## src/logic/cpu_pkg.sv

```systemverilog
package cpu_pkg;

    // ============================================================
    // Widths and basic types
    // ============================================================
    localparam int XLEN       = 32;
    localparam int REG_ADDR_W = 5;

    typedef logic [XLEN-1:0]       word_t;
    typedef logic [REG_ADDR_W-1:0] reg_addr_t;

    localparam word_t RESET_PC = '0;

    // ============================================================
    // Instruction encodings
    // ============================================================
    typedef enum logic [5:0] {
        OP_RTYPE = 6'h00,
        OP_J     = 6'h02,
        OP_BEQ   = 6'h04,
        OP_BNE   = 6'h05,
        OP_ADDI  = 6'h08,
        OP_ADDIU = 6'h09,
        OP_SLTI  = 6'h0A,
        OP_SLTIU = 6'h0B,
        OP_ANDI  = 6'h0C,
        OP_ORI   = 6'h0D,
        OP_XORI  = 6'h0E,
        OP_LUI   = 6'h0F,
        OP_LW    = 6'h23,
        OP_SW    = 6'h2B
    } opcode_t;

    typedef enum logic [5:0] {
        F_SLL  = 6'h00,
        F_SRL  = 6'h02,
        F_SRA  = 6'h03,
        F_SLLV = 6'h04,
        F_SRLV = 6'h06,
        F_SRAV = 6'h07,
        F_ADD  = 6'h20,
        F_ADDU = 6'h21,
        F_SUB  = 6'h22,
        F_SUBU = 6'h23,
        F_AND  = 6'h24,
        F_OR   = 6'h25,
        F_XOR  = 6'h26,
        F_NOR  = 6'h27,
        F_SLT  = 6'h2A,
        F_SLTU = 6'h2B
    } funct_t;

    typedef enum logic [3:0] {
        ALU_ADD,
        ALU_SUB,
        ALU_AND,
        ALU_OR,
        ALU_XOR,
        ALU_NOR,
        ALU_SLT,
        ALU_SLTU,
        ALU_SLL,
        ALU_SRL,
        ALU_SRA,
        ALU_LUI
    } alu_op_t;

    typedef enum logic [1:0] {
        FWD_REG, // Value read in decode
        FWD_MEM,
        FWD_WB
    } fwd_sel_t;

    // ============================================================
    // Control and stage registers
    // ============================================================
    typedef struct packed {
        logic    reg_write;
        logic    mem_read;
        logic    mem_write;
        logic    alu_src_imm;
        logic    reg_dest_rd; // rd is destination, else rt
        logic    is_shift;
        logic    shift_var;   // Amount from rs
        alu_op_t alu_op;
    } ctrl_t;

    typedef struct packed {
        ctrl_t      ctrl;
        word_t      rs_val;
        word_t      rt_val;
        word_t      imm;
        reg_addr_t  rs;
        reg_addr_t  rt;
        reg_addr_t  rd;
        logic [4:0] shamt;
    } id_ex_t;

    typedef struct packed {
        logic      reg_write;
        logic      mem_read;
        logic      mem_write;
        word_t     alu_res;
        word_t     store_data;
        reg_addr_t dst;
    } ex_mem_t;

    typedef struct packed {
        logic      reg_write;
        reg_addr_t dst;
        word_t     result; // Load data or ALU result
    } mem_wb_t;

    typedef struct packed {
        logic  we;
        word_t addr;
        word_t wdata;
    } dmem_req_t;

endpackage

```

## src/logic/alu.sv

```systemverilog
`timescale 1ns/100ps

module alu (
    input  cpu_pkg::alu_op_t op,
    input  cpu_pkg::word_t   a,
    input  cpu_pkg::word_t   b,
    output cpu_pkg::word_t   y
);
    import cpu_pkg::*;

    logic [4:0] sh;

    assign sh = a[4:0]; // Shift amount rides on operand a

    always_comb begin
        case (op)
            ALU_ADD:  y = a + b;
            ALU_SUB:  y = a - b;
            ALU_AND:  y = a & b;
            ALU_OR:   y = a | b;
            ALU_XOR:  y = a ^ b;
            ALU_NOR:  y = ~(a | b);
            ALU_SLT:  y = word_t'($signed(a) < $signed(b));
            ALU_SLTU: y = word_t'(a < b);
            ALU_SLL:  y = b << sh;
            ALU_SRL:  y = b >> sh;
            ALU_SRA:  y = word_t'($signed(b) >>> sh);
            ALU_LUI:  y = {b[15:0], 16'h0000};
            default:  y = '0;
        endcase
    end

endmodule

```

## src/logic/regfile.sv

```systemverilog
`timescale 1ns/100ps

module regfile (
    input  logic               clk,
    input  logic               rst,
    input  cpu_pkg::reg_addr_t raddr1,
    input  cpu_pkg::reg_addr_t raddr2,
    output cpu_pkg::word_t     rdata1,
    output cpu_pkg::word_t     rdata2,
    input  logic               we,
    input  cpu_pkg::reg_addr_t waddr,
    input  cpu_pkg::word_t     wdata
);
    import cpu_pkg::*;

    word_t regs [1:2**REG_ADDR_W-1]; // No storage for r0

    always_ff @(posedge clk) begin
        if (rst) begin
            for (int i = 1; i < 2**REG_ADDR_W; i++) begin
                regs[i] <= '0;
            end
        end else if (we && waddr != '0) begin
            regs[waddr] <= wdata;
        end
    end

    // r0 reads zero, same-cycle write passes straight through
    function automatic word_t read_port(reg_addr_t addr);
        if (addr == '0) begin
            return '0;
        end
        if (we && addr == waddr) begin
            return wdata;
        end
        return regs[addr];
    endfunction

    always_comb begin
        rdata1 = read_port(raddr1);
        rdata2 = read_port(raddr2);
    end

endmodule

```

## src/logic/hazard_unit.sv

```systemverilog
`timescale 1ns/100ps

module hazard_unit (
    input  cpu_pkg::reg_addr_t id_rs,
    input  cpu_pkg::reg_addr_t id_rt,
    input  logic               id_is_branch,
    input  logic               redirect,
    input  cpu_pkg::id_ex_t    id_ex,
    input  cpu_pkg::reg_addr_t ex_dst,
    input  cpu_pkg::ex_mem_t   ex_mem,
    input  cpu_pkg::mem_wb_t   mem_wb,
    output logic               stall,
    output logic               flush,
    output cpu_pkg::fwd_sel_t  fwd_a,
    output cpu_pkg::fwd_sel_t  fwd_b,
    output cpu_pkg::fwd_sel_t  br_fwd_a,
    output cpu_pkg::fwd_sel_t  br_fwd_b
);
    import cpu_pkg::*;

    logic ex_match;
    logic mem_match;

    // Decode sources written by the instructions ahead
    assign ex_match  = (ex_dst != '0) && (ex_dst == id_rs || ex_dst == id_rt);
    assign mem_match = (ex_mem.dst != '0)
                    && (ex_mem.dst == id_rs || ex_mem.dst == id_rt);

    assign stall = (id_ex.ctrl.mem_read && ex_match)                  // Load-use
                || (id_is_branch && id_ex.ctrl.reg_write && ex_match)  // Result not ready
                || (id_is_branch && ex_mem.mem_read && mem_match);     // Load in flight

    assign flush = redirect && !stall;

    // Memory stage wins over write-back, loads never forward from memory
    function automatic fwd_sel_t pick(reg_addr_t src);
        if (src == '0) begin
            return FWD_REG;
        end
        if (ex_mem.reg_write && !ex_mem.mem_read && ex_mem.dst == src) begin
            return FWD_MEM;
        end
        if (mem_wb.reg_write && mem_wb.dst == src) begin
            return FWD_WB;
        end
        return FWD_REG;
    endfunction

    always_comb begin
        fwd_a    = pick(id_ex.rs);
        fwd_b    = pick(id_ex.rt);
        br_fwd_a = pick(id_rs);
        br_fwd_b = pick(id_rt);
    end

endmodule

```

## src/logic/decoder.sv

```systemverilog
`timescale 1ns/100ps

module decoder (
    input  cpu_pkg::word_t     instr,
    input  cpu_pkg::word_t     pc_plus4,
    input  cpu_pkg::word_t     op_a,
    input  cpu_pkg::word_t     op_b,
    output cpu_pkg::ctrl_t     ctrl,
    output cpu_pkg::reg_addr_t rs,
    output cpu_pkg::reg_addr_t rt,
    output cpu_pkg::reg_addr_t rd,
    output logic [4:0]         shamt,
    output cpu_pkg::word_t     imm,
    output logic               is_branch,
    output logic               branch_taken,
    output logic               jump_taken,
    output cpu_pkg::word_t     target
);
    import cpu_pkg::*;

    opcode_t opcode;
    funct_t  funct;
    logic    zero_ext;
    word_t   imm_sext;

    // Field split
    assign opcode   = opcode_t'(instr[31:26]);
    assign funct    = funct_t'(instr[5:0]);
    assign rs       = instr[25:21];
    assign rt       = instr[20:16];
    assign rd       = instr[15:11];
    assign shamt    = instr[10:6];
    assign imm_sext = {{16{instr[15]}}, instr[15:0]};
    assign imm      = zero_ext ? {16'h0000, instr[15:0]} : imm_sext;

    always_comb begin
        ctrl     = '0; // Unknown encodings fall out as a no-op
        zero_ext = 1'b0;
        case (opcode)
            OP_RTYPE: begin
                ctrl.reg_write   = 1'b1;
                ctrl.reg_dest_rd = 1'b1;
                ctrl.is_shift    = (instr[5:3] == 3'b000);
                ctrl.shift_var   = instr[2];
                case (funct)
                    F_ADD, F_ADDU:  ctrl.alu_op = ALU_ADD;
                    F_SUB, F_SUBU:  ctrl.alu_op = ALU_SUB;
                    F_AND:          ctrl.alu_op = ALU_AND;
                    F_OR:           ctrl.alu_op = ALU_OR;
                    F_XOR:          ctrl.alu_op = ALU_XOR;
                    F_NOR:          ctrl.alu_op = ALU_NOR;
                    F_SLT:          ctrl.alu_op = ALU_SLT;
                    F_SLTU:         ctrl.alu_op = ALU_SLTU;
                    F_SLL, F_SLLV:  ctrl.alu_op = ALU_SLL;
                    F_SRL, F_SRLV:  ctrl.alu_op = ALU_SRL;
                    F_SRA, F_SRAV:  ctrl.alu_op = ALU_SRA;
                    default:        ctrl = '0;
                endcase
            end
            OP_ADDI, OP_ADDIU, OP_SLTI, OP_SLTIU,
            OP_ANDI, OP_ORI, OP_XORI, OP_LUI: begin
                ctrl.reg_write   = 1'b1;
                ctrl.alu_src_imm = 1'b1;
                case (opcode)
                    OP_SLTI:  ctrl.alu_op = ALU_SLT;
                    OP_SLTIU: ctrl.alu_op = ALU_SLTU;
                    OP_ANDI:  ctrl.alu_op = ALU_AND;
                    OP_ORI:   ctrl.alu_op = ALU_OR;
                    OP_XORI:  ctrl.alu_op = ALU_XOR;
                    OP_LUI:   ctrl.alu_op = ALU_LUI;
                    default:  ctrl.alu_op = ALU_ADD;
                endcase
                // Logic immediates are zero-extended
                zero_ext = (opcode == OP_ANDI) || (opcode == OP_ORI)
                        || (opcode == OP_XORI);
            end
            OP_LW: begin
                ctrl.reg_write   = 1'b1;
                ctrl.mem_read    = 1'b1;
                ctrl.alu_src_imm = 1'b1;
                ctrl.alu_op      = ALU_ADD; // Base plus offset
            end
            OP_SW: begin
                ctrl.mem_write   = 1'b1;
                ctrl.alu_src_imm = 1'b1;
                ctrl.alu_op      = ALU_ADD;
            end
            default: ; // Branches and J write nothing
        endcase
    end

    // Branch compare on forwarded operands, resolved here in decode
    assign is_branch    = (opcode == OP_BEQ) || (opcode == OP_BNE);
    assign branch_taken = ((opcode == OP_BEQ) && (op_a == op_b))
                       || ((opcode == OP_BNE) && (op_a != op_b));
    assign jump_taken   = (opcode == OP_J);

    assign target = jump_taken ? {pc_plus4[31:28], instr[25:0], 2'b00}
                               : pc_plus4 + {imm_sext[XLEN-3:0], 2'b00};

endmodule

```

## src/logic/fetch_stage.sv

```systemverilog
`timescale 1ns/100ps

module fetch_stage (
    input  logic           clk,
    input  logic           rst,
    input  logic           stall,
    input  logic           flush,
    input  logic           redirect,
    input  cpu_pkg::word_t redirect_pc,
    input  cpu_pkg::word_t instr_in,
    output cpu_pkg::word_t pc,
    output cpu_pkg::word_t if_id_pc,
    output cpu_pkg::word_t if_id_instr
);
    import cpu_pkg::*;

    word_t pc_plus4;

    assign pc_plus4 = pc + word_t'(4);

    // Program counter
    always_ff @(posedge clk) begin
        if (rst) begin
            pc <= RESET_PC;
        end else if (!stall) begin
            pc <= redirect ? redirect_pc : pc_plus4;
        end
    end

    // Fetch/decode register, holds PC+4 for the target adders
    always_ff @(posedge clk) begin
        if (!stall) begin
            if_id_pc <= pc_plus4;
        end
        if (rst) begin
            if_id_instr <= '0; // All-zero word is SLL r0 -> no-op
        end else if (!stall) begin
            if_id_instr <= flush ? '0 : instr_in; // Squash slot behind redirect
        end
    end

endmodule

```

## src/logic/cpu_core.sv

```systemverilog
`timescale 1ns/100ps

module cpu_core (
    input  logic               clk,
    input  logic               rst,
    output cpu_pkg::word_t     imem_addr,
    input  cpu_pkg::word_t     imem_rdata,
    output cpu_pkg::dmem_req_t dmem_req,
    input  cpu_pkg::word_t     dmem_rdata
);
    import cpu_pkg::*;

    // ============================================================
    // Fetch and decode
    // ============================================================
    logic      stall;
    logic      flush;
    logic      redirect;
    word_t     if_id_pc;
    word_t     if_id_instr;
    ctrl_t     dec_ctrl;
    reg_addr_t dec_rs;
    reg_addr_t dec_rt;
    reg_addr_t dec_rd;
    logic [4:0] dec_shamt;
    word_t     dec_imm;
    logic      dec_is_branch;
    logic      branch_taken;
    logic      jump_taken;
    word_t     target;
    word_t     rf_rdata1;
    word_t     rf_rdata2;
    word_t     br_op_a;
    word_t     br_op_b;
    fwd_sel_t  fwd_a;
    fwd_sel_t  fwd_b;
    fwd_sel_t  br_fwd_a;
    fwd_sel_t  br_fwd_b;
    id_ex_t    id_ex;
    id_ex_t    id_ex_next;
    ex_mem_t   ex_mem;
    mem_wb_t   mem_wb;

    assign redirect = branch_taken || jump_taken;

    fetch_stage fetch_i (
        .clk         (clk),
        .rst         (rst),
        .stall       (stall),
        .flush       (flush),
        .redirect    (redirect),
        .redirect_pc (target),
        .instr_in    (imem_rdata),
        .pc          (imem_addr),
        .if_id_pc    (if_id_pc),
        .if_id_instr (if_id_instr)
    );

    decoder decoder_i (
        .instr        (if_id_instr),
        .pc_plus4     (if_id_pc),
        .op_a         (br_op_a),
        .op_b         (br_op_b),
        .ctrl         (dec_ctrl),
        .rs           (dec_rs),
        .rt           (dec_rt),
        .rd           (dec_rd),
        .shamt        (dec_shamt),
        .imm          (dec_imm),
        .is_branch    (dec_is_branch),
        .branch_taken (branch_taken),
        .jump_taken   (jump_taken),
        .target       (target)
    );

    regfile regfile_i (
        .clk    (clk),
        .rst    (rst),
        .raddr1 (dec_rs),
        .raddr2 (dec_rt),
        .rdata1 (rf_rdata1),
        .rdata2 (rf_rdata2),
        .we     (mem_wb.reg_write),
        .waddr  (mem_wb.dst),
        .wdata  (mem_wb.result)
    );

    function automatic word_t fwd_mux(
        fwd_sel_t sel,
        word_t    reg_val,
        word_t    mem_val,
        word_t    wb_val
    );
        case (sel)
            FWD_MEM: return mem_val;
            FWD_WB:  return wb_val;
            default: return reg_val;
        endcase
    endfunction

    // Branch compare operands
    assign br_op_a = fwd_mux(br_fwd_a, rf_rdata1, ex_mem.alu_res, mem_wb.result);
    assign br_op_b = fwd_mux(br_fwd_b, rf_rdata2, ex_mem.alu_res, mem_wb.result);

    assign id_ex_next = '{
        ctrl:   dec_ctrl,
        rs_val: rf_rdata1,
        rt_val: rf_rdata2,
        imm:    dec_imm,
        rs:     dec_rs,
        rt:     dec_rt,
        rd:     dec_rd,
        shamt:  dec_shamt
    };

    always_ff @(posedge clk) begin
        id_ex <= id_ex_next;
        if (rst || stall) begin
            id_ex.ctrl <= '0; // Bubble into execute
        end
    end

    // ============================================================
    // Execute
    // ============================================================
    reg_addr_t ex_dst;
    word_t     ex_a_fwd;
    word_t     ex_b_fwd;
    word_t     alu_a;
    word_t     alu_b;
    word_t     alu_y;

    hazard_unit hazard_i (
        .id_rs        (dec_rs),
        .id_rt        (dec_rt),
        .id_is_branch (dec_is_branch),
        .redirect     (redirect),
        .id_ex        (id_ex),
        .ex_dst       (ex_dst),
        .ex_mem       (ex_mem),
        .mem_wb       (mem_wb),
        .stall        (stall),
        .flush        (flush),
        .fwd_a        (fwd_a),
        .fwd_b        (fwd_b),
        .br_fwd_a     (br_fwd_a),
        .br_fwd_b     (br_fwd_b)
    );

    assign ex_dst   = id_ex.ctrl.reg_dest_rd ? id_ex.rd : id_ex.rt;
    assign ex_a_fwd = fwd_mux(fwd_a, id_ex.rs_val, ex_mem.alu_res, mem_wb.result);
    assign ex_b_fwd = fwd_mux(fwd_b, id_ex.rt_val, ex_mem.alu_res, mem_wb.result);

    // Shifts take the amount in a and shift rt in b
    always_comb begin
        alu_a = ex_a_fwd;
        if (id_ex.ctrl.is_shift && !id_ex.ctrl.shift_var) begin
            alu_a = word_t'(id_ex.shamt);
        end
    end
    assign alu_b = id_ex.ctrl.alu_src_imm ? id_ex.imm : ex_b_fwd;

    alu alu_i (
        .op (id_ex.ctrl.alu_op),
        .a  (alu_a),
        .b  (alu_b),
        .y  (alu_y)
    );

    always_ff @(posedge clk) begin
        ex_mem <= '{
            reg_write:  id_ex.ctrl.reg_write,
            mem_read:   id_ex.ctrl.mem_read,
            mem_write:  id_ex.ctrl.mem_write,
            alu_res:    alu_y,
            store_data: ex_b_fwd,
            dst:        ex_dst
        };
        if (rst) begin
            ex_mem.reg_write <= 1'b0;
            ex_mem.mem_read  <= 1'b0;
            ex_mem.mem_write <= 1'b0;
        end
    end

    // ============================================================
    // Memory and write-back
    // ============================================================
    word_t mem_result;

    assign dmem_req = '{
        we:    ex_mem.mem_write,
        addr:  ex_mem.alu_res,
        wdata: ex_mem.store_data
    };

    assign mem_result = ex_mem.mem_read ? dmem_rdata : ex_mem.alu_res;

    always_ff @(posedge clk) begin
        mem_wb <= '{reg_write: ex_mem.reg_write, dst: ex_mem.dst, result: mem_result};
        if (rst) begin
            mem_wb.reg_write <= 1'b0;
        end
    end

endmodule

```

## config.mk

```make
export PLATFORM = sky130hd
export DESIGN_NAME = cpu_core
export DESIGN_NICKNAME = d
export VERILOG_FILES = /design/src/logic/cpu_pkg.sv /design/src/logic/alu.sv /design/src/logic/regfile.sv /design/src/logic/hazard_unit.sv /design/src/logic/decoder.sv /design/src/logic/fetch_stage.sv /design/src/logic/cpu_core.sv
export SDC_FILE = /design/constraint.sdc
export NUM_CORES = 2
export LEC_CHECK = 0
export CAP_MARGIN = 20
export CELL_PAD_IN_SITES_DETAIL_PLACEMENT = 0
export CELL_PAD_IN_SITES_GLOBAL_PLACEMENT = 2
export CORE_MARGIN = 1
export CORE_UTILIZATION = 25
export CTS_CLUSTER_SIZE = 24
export DETAILED_ROUTE_END_ITERATION = 10
export DONT_BUFFER_PORTS = 1
export GPL_ROUTABILITY_DRIVEN = 0
export GPL_TIMING_DRIVEN = 0
export PLACE_DENSITY = 0.46
export SLEW_MARGIN = 15
export SYNTH_ARGS = -nofsm -noshare
export SYNTH_HDL_FRONTEND = slang
export SYNTH_HIERARCHICAL = 1
export SYNTH_SLANG_ARGS = --single-unit
```

## constraint.sdc

```tcl
create_clock -name clk -period 17.9 [get_ports clk]
set_clock_uncertainty 0.1 [all_clocks]
set_input_delay 3.58 -clock clk [delete_from_list [all_inputs] [get_ports clk]]
set_output_delay 3.58 -clock clk [all_outputs]
set_load 0.05 [all_outputs]
```

After elaboration in Yosys (flattened, before gate mapping)
Memory sizes are Yosys's and may differ from the RTL's. A register that Yosys moved wholly into a read port is not among the register bits.
Cells that the tools add are included.

storage, ports and cells
  RAM bits = 992
  bits of input ports = 66
  logic and storage cells = 256
  output and inout port bits = 97
  memories = 1
  register bits after elaboration = 318

cells by class
  reductions and logical operators = 58
  bitwise logic cells = 6
  mux-type cells = 93
  add/sub/neg operators = 4
  order comparisons = 2
  shifts and indexed selects = 3
  equality and inequality tests = 61

memory list
  name            depth  width  read ports  clocked after Yosys merged registers in  wr ports  RTL line       source
  regfile_i.regs  31     32     2           2                                        31        regfile.sv:16  word_t regs [1:2**REG_ADDR_W-1];

operators by type and width
  kind                     number
  $mux W32                 15
  $pmux W32 S12            1
  $pmux W32 S2             4
  $eq A6 B6 Y1 const B     12
  $add A32 B32 Y32         2
  $lt A32 B32 Y1           2
  $eq A5 B5 Y1             12
  $eq A6 B4 Y1 const B     8
  $mux W2                  24
  $pmux W4 S10             1
  $mux W1                  35
  $add A32 B3 Y32 const B  1
  $and A32 B32 Y32         1
  $eq A32 B32 Y1           1
  $ne A32 B32 Y1           1
  $not A32 Y32             1
  $or A32 B32 Y32          1
  $reduce_or A32 Y1        1
  $shl A32 B5 Y32          1
  $shr A32 B5 Y32          1
  $sshr A32 B5 Y32         1
  $sub A32 B32 Y32         1
  $xor A32 B32 Y32         1
  $eq A6 B3 Y1 const B     5
  27 further kinds         94

Longest topological paths before layout
  depth in word-level cells = 20
  mapped depth = 27
  mapped depth without buffers = 22

Modules after synthesis
Netlist, hierarchy kept.

modules (own cells, without submodules)
  module       times used  sequential area each (um2)  cells each  area an instance (um2)
  regfile      1           30749.5                     3740        54718.7
  cpu_core     1           4744.6                      893         9307.7
  alu          1           0.0                         1350        8928.6
  fetch_stage  1           2242.2                      433         4271.6
  decoder      1           0.0                         448         3090.5
  hazard_unit  1           0.0                         108         764.5

Worst setup path before layout
OpenSTA, ideal clock, no wires.

  path type = reg-to-reg
  start = reg id_ex[16] (netlist name)
  end = reg dmem_req[58] (netlist name)
  buffers on the path = 6
  data required time = 17.680 ns
  clock period less this slack = 5.611 ns
  stages on the path, launching flop included = 26
  slack = 12.289 ns
  setup time = 0.120 ns
  arrival = 5.391 ns
  cell sequence = dfxtp_1 -> or4_1 -> nor2_1 -> nor4_1 -> o21a_1 -> ha_1 -> buf_2 -> buf_4 -> a221oi_1 -> o31ai_1 -> clkbuf_1 -> inv_1 -> buf_2 -> buf_1 -> clkbuf_1 -> ha_1 -> nor2b_4 -> o2111a_2 -> o21ai_4 -> o211ai_4 -> a221oi_2 -> o21ai_2 -> a21o_2 -> a21oi_2 -> o221ai_1 -> a211o_1

on the way
  elaborated cells between the ends (all ways) = 30
  classes of those cells = add/sub: 2; eq/ne: 4; shift: 3; mux: 14; bitwise: 4; reduce/logical: 3

RTL lines
  element                                              RTL line           source
  $eq A5 B5 Y1                                         hazard_unit.sv:43  if (mem_wb.reg_write && mem_wb.dst == src) begin
  $logic_and A1 B1 Y1                                  hazard_unit.sv:43
  $mux W1 (2 in a row)                                 hazard_unit.sv:43
  $mux W1                                              hazard_unit.sv:40  if (ex_mem.reg_write && !ex_mem.mem_read && ex_mem.dst == src) begin
  $mux W2                                              hazard_unit.sv:46  return FWD_REG;
  $mux W2                                              hazard_unit.sv:43
  $mux W2 *                                            hazard_unit.sv:40
  named net fwd_a[1]                                   cpu_core.sv:35     fwd_sel_t fwd_a;
  $eq A2 B2 Y1 / $eq A2 B1 Y1 (equally long branches)  cpu_core.sv:94     case (sel)
  $pmux W32 S2 *                                       cpu_core.sv:94
  $mux W32 *                                           cpu_core.sv:157    if (id_ex.ctrl.is_shift && !id_ex.ctrl.shift_var) begin
  named net alu_a[2]                                   cpu_core.sv:129    word_t alu_a;
  $sub A32 B32 Y32 (tied with other cells)             alu.sv:18          ALU_SUB: y = a - b;
  $pmux W32 S12 *                                      alu.sv:16          case (op)
  named net alu_y[26]                                  cpu_core.sv:131    word_t alu_y;

The timed path passes the listed nets; every way through them passes the cells marked *. The select of a mux whose other input is x is not followed.
A chain may end at the register's enable or synchronous reset.

Worst setup path in the final report
  start = reg mem_wb[33] (netlist name)
  end = reg dmem_req[32] (netlist name)

on the way
  elaborated cells between the ends (all ways) = 38
  classes of those cells = add/sub: 2; order compare: 2; eq/ne: 6; shift: 3; mux: 19; bitwise: 4; reduce/logical: 2

RTL lines
  element                                              RTL line           source
  $eq A5 B5 Y1 *                                       hazard_unit.sv:43
  $logic_and A1 B1 Y1 *                                hazard_unit.sv:43
  $mux W1 (2 in a row)                                 hazard_unit.sv:43
  $mux W1                                              hazard_unit.sv:40
  $mux W2 *                                            hazard_unit.sv:46
  $mux W2 *                                            hazard_unit.sv:43
  $mux W2 *                                            hazard_unit.sv:40
  named net fwd_a[1]                                   cpu_core.sv:35
  $eq A2 B2 Y1 / $eq A2 B1 Y1 (equally long branches)  cpu_core.sv:94
  $pmux W32 S2 *                                       cpu_core.sv:94
  $mux W32 *                                           cpu_core.sv:157
  named net alu_a[2]                                   cpu_core.sv:129
  $lt A32 B32 Y1 (tied with other cells)               alu.sv:24          ALU_SLTU: y = word_t'(a < b);
  $pmux W32 S12 *                                      alu.sv:16
  named net alu_y[0]                                   cpu_core.sv:131

Marked as above.

==> impl_metrics.ini <==
[final_layout]
fin_cells = 11760
fin_util = 0.2922
syn_to_final_growth_pct = 16.01
final_common_cell = edfxtp_1
fillers = 33330
fin_nets = 7476
multiInputGateArea_sq_um = 39490
regArea_sq_um = 37740
stdcell_area_sq_um = 94060
drive_gt1_frac = 0.1841
final_cell_mix = edfxtp_1, and2_1, clkbuf_1

[setup_path]
start_kind = flip-flop
crit_top_cell = clkbuf_1
cp_slowest_cell = clkbuf_1
cp_max_fo = 10
slowest_delay_ps = 750
required_ps = 18390
endpoint_kind = flip-flop
crit_arrival_ps = 9860
path_class = flip-flop to flip-flop

[yosys]
synth_warnings = 6
synthArstFlopShare = 0
ys_types = 124
synth_top_cell_area_share = 0.3911
synth_edf_count = 1056
yosysTopAreaCell = edfxtp_1
syn_area_sq_um = 81080
yosys-top-cells-area = edfxtp_1, mux4_2, and2_1, dfxtp_1, mux2i_1
avgSynthCellArea_sq_um = 11.63
synth_top_flop_cell = edfxtp_1
synth_seq_area_share = 0.4654
postSynthCellCount = 6972
synth-seq-cells = 1357

[job]
maxCapViolCount = 0

[die]
start_util = 0.2519
die_w_um = 571.5
dieHeight_um = 571.5
ioPinCount = 163
die_area_sq_um = 326600
core_sq_um = 321900
num_rows = 208

[grt]
grt_usage = 0.2809
grt_pass1_vias = 63110
overflow = 0
grt_max_degree = 33
antenna_found_initial = 67
grt_pass1_wl_mm = 612.0

[placed_design]
dp_hpwl_mm = 361.7
post-place-ws_ps = 8779
port-buffer-count = 0
postPlaceCellArea_sq_um = 87950
placed_cells = 11380

[clock_network]
clk_latency_ps = 900
cts_buffers = 184
cts_tree = yes
cts-htree-levels = 4
hold_buffers = 0
path_clk_slew_ps = 60
clock_path_buffers = 4
cts-root-buf = clkbuf_16
post_cts_resized = 0
cts_num_sinks = 1357
post_cts_buffers = 0

[pwr]
p_per_area_nw_per_um2 = 121.7
leakage_nw = 33.65
vdd_ir_drop_max_mv = 0.09652

[sta]
relSlewSlack = 0.05769
rsz0062_at_grt = no
finalSetupTns_ps = 0
fin_ws_ps = 8528
hold_viol_final = 0
final-setup-viol-count = 0
timing.final.max_slew_violations = 0
period_share = 0.5236
worst_pin_slew_ps = 1413
period_needed_ps = 9372
clock.fmax_ghz = 0.1067

[outcome]
outcome = complete, no violations

[drt]
viasPerCell = 5.514
drt_wl_total_mm = 470.3
drtAntennaViolNets = 0
dr.first_iter.drc_count = 8337
vias = 64860
wire_per_inst_um = 39.98
dr.pass1.iters = 5
drc = 0

[hold_path]
hold_path.class = flip-flop to flip-flop
==> final timing paths <==
check                           slack (ps)  cells past startpoint           end  startpoint
worst max-delay path                  8530                     26  dmem_req[32]  mem_wb[33]
worst min-delay path                   250                      0    mem_wb[32]   ex_mem[0]
worst max register to register        8530                     26  dmem_req[32]  mem_wb[33]
worst min register to register         250                      0    mem_wb[32]   ex_mem[0]
==> critical path, delay by kind of cell, from the launching register on <==
family / cells / cell delay, ps
flip-flops: 1 / 330
AND/OR/NAND/NOR: 5 / 1150
AO/OA/AOI/OAI: 10 / 3600
buffers and inverters: 8 / 2840
XOR/XNOR: 1 / 170
adder cells (fa/ha/maj): 2 / 840
==> power by group <==
part / switching (W) / total [W] / leakage (nW) / internal (W)
clock network: 0.00158 / 0.00370 / 2.86 / 0.00213
registers: 0.000542 / 0.00419 / 13.4 / 0.00365
logic: 0.00257 / 0.00355 / 17.3 / 0.000980
total: 0.00469 / 0.0114 / 33.6 / 0.00675
==> cells by family after synthesis <==
logic type,after synthesis,share of synthesized area
AO/OA/AOI/OAI,1497,0.1352
XOR/XNOR,147,0.01588
adder cells (fa/ha/maj),139,0.02173
buffers and inverters,895,0.05293
flip-flops,1357,0.4654
multiplexers,811,0.1647
other,1,0.00004625
AND/OR/NAND/NOR,2125,0.1441
==> layout make-up <==
cell class	instances	share of cell area
antenna	33	0.0008779
inverter	135	0.005401
multi-input combinational	4751	0.4198
sequential	1357	0.4012
timing repair buffer	82	0.01201
buffer	760	0.04076
clock buffer	240	0.05249
tap	4305	0.05726
clock inverter	99	0.01015
==> synth_stat cells (all sizes together), types with 34 or more instances <==
cell type	instances
nor3	77
o21ai	205
nor2b	84
a221oi	96
and2	1020
xnor2	80
inv	131
or2	46
a22oi	247
a21oi	303
nand2	286
buf	342
mux2i	343
a2111oi	34
nor2	379
clkbuf	418
a22o	59
a211oi	61
o31ai	63
mux2	55
ha	136
nand3	61
mux4	413
o221ai	52
o211ai	40
edfxtp	1056
xor2	67
o22ai	63
dfxtp	301
==> per-stage QoR <==
step	total power [W]	hold WS, ps
after CTS	0.01147	253.8
after floorplan	0.005814	225.8
after global placement	0.007682	239.3
after detailed placement	0.007728	243.5
final	0.01144	252.5
after global routing	0.01176	263.9
==> routing by layer <==
metal	up-vias	GRT usage	routed length [um]
met4	18	0.1104	21460
met3	613	0.05042	35090
met5	-	0	125
met2	2962	0.4264	204300
met1	34370	0.3939	209300
li1	26890	-	-
==> sequential cells by signal, indices dropped and copies added (netlist names) <==
name                 cells
dmem_req                65
ex_mem                   7
fetch_i/if_id_instr     32
fetch_i/if_id_pc        32
fetch_i/pc              32
id_ex                  127
mem_wb                  38
regfile_i/regs        1024
Power figures use the tool's default switching activity.
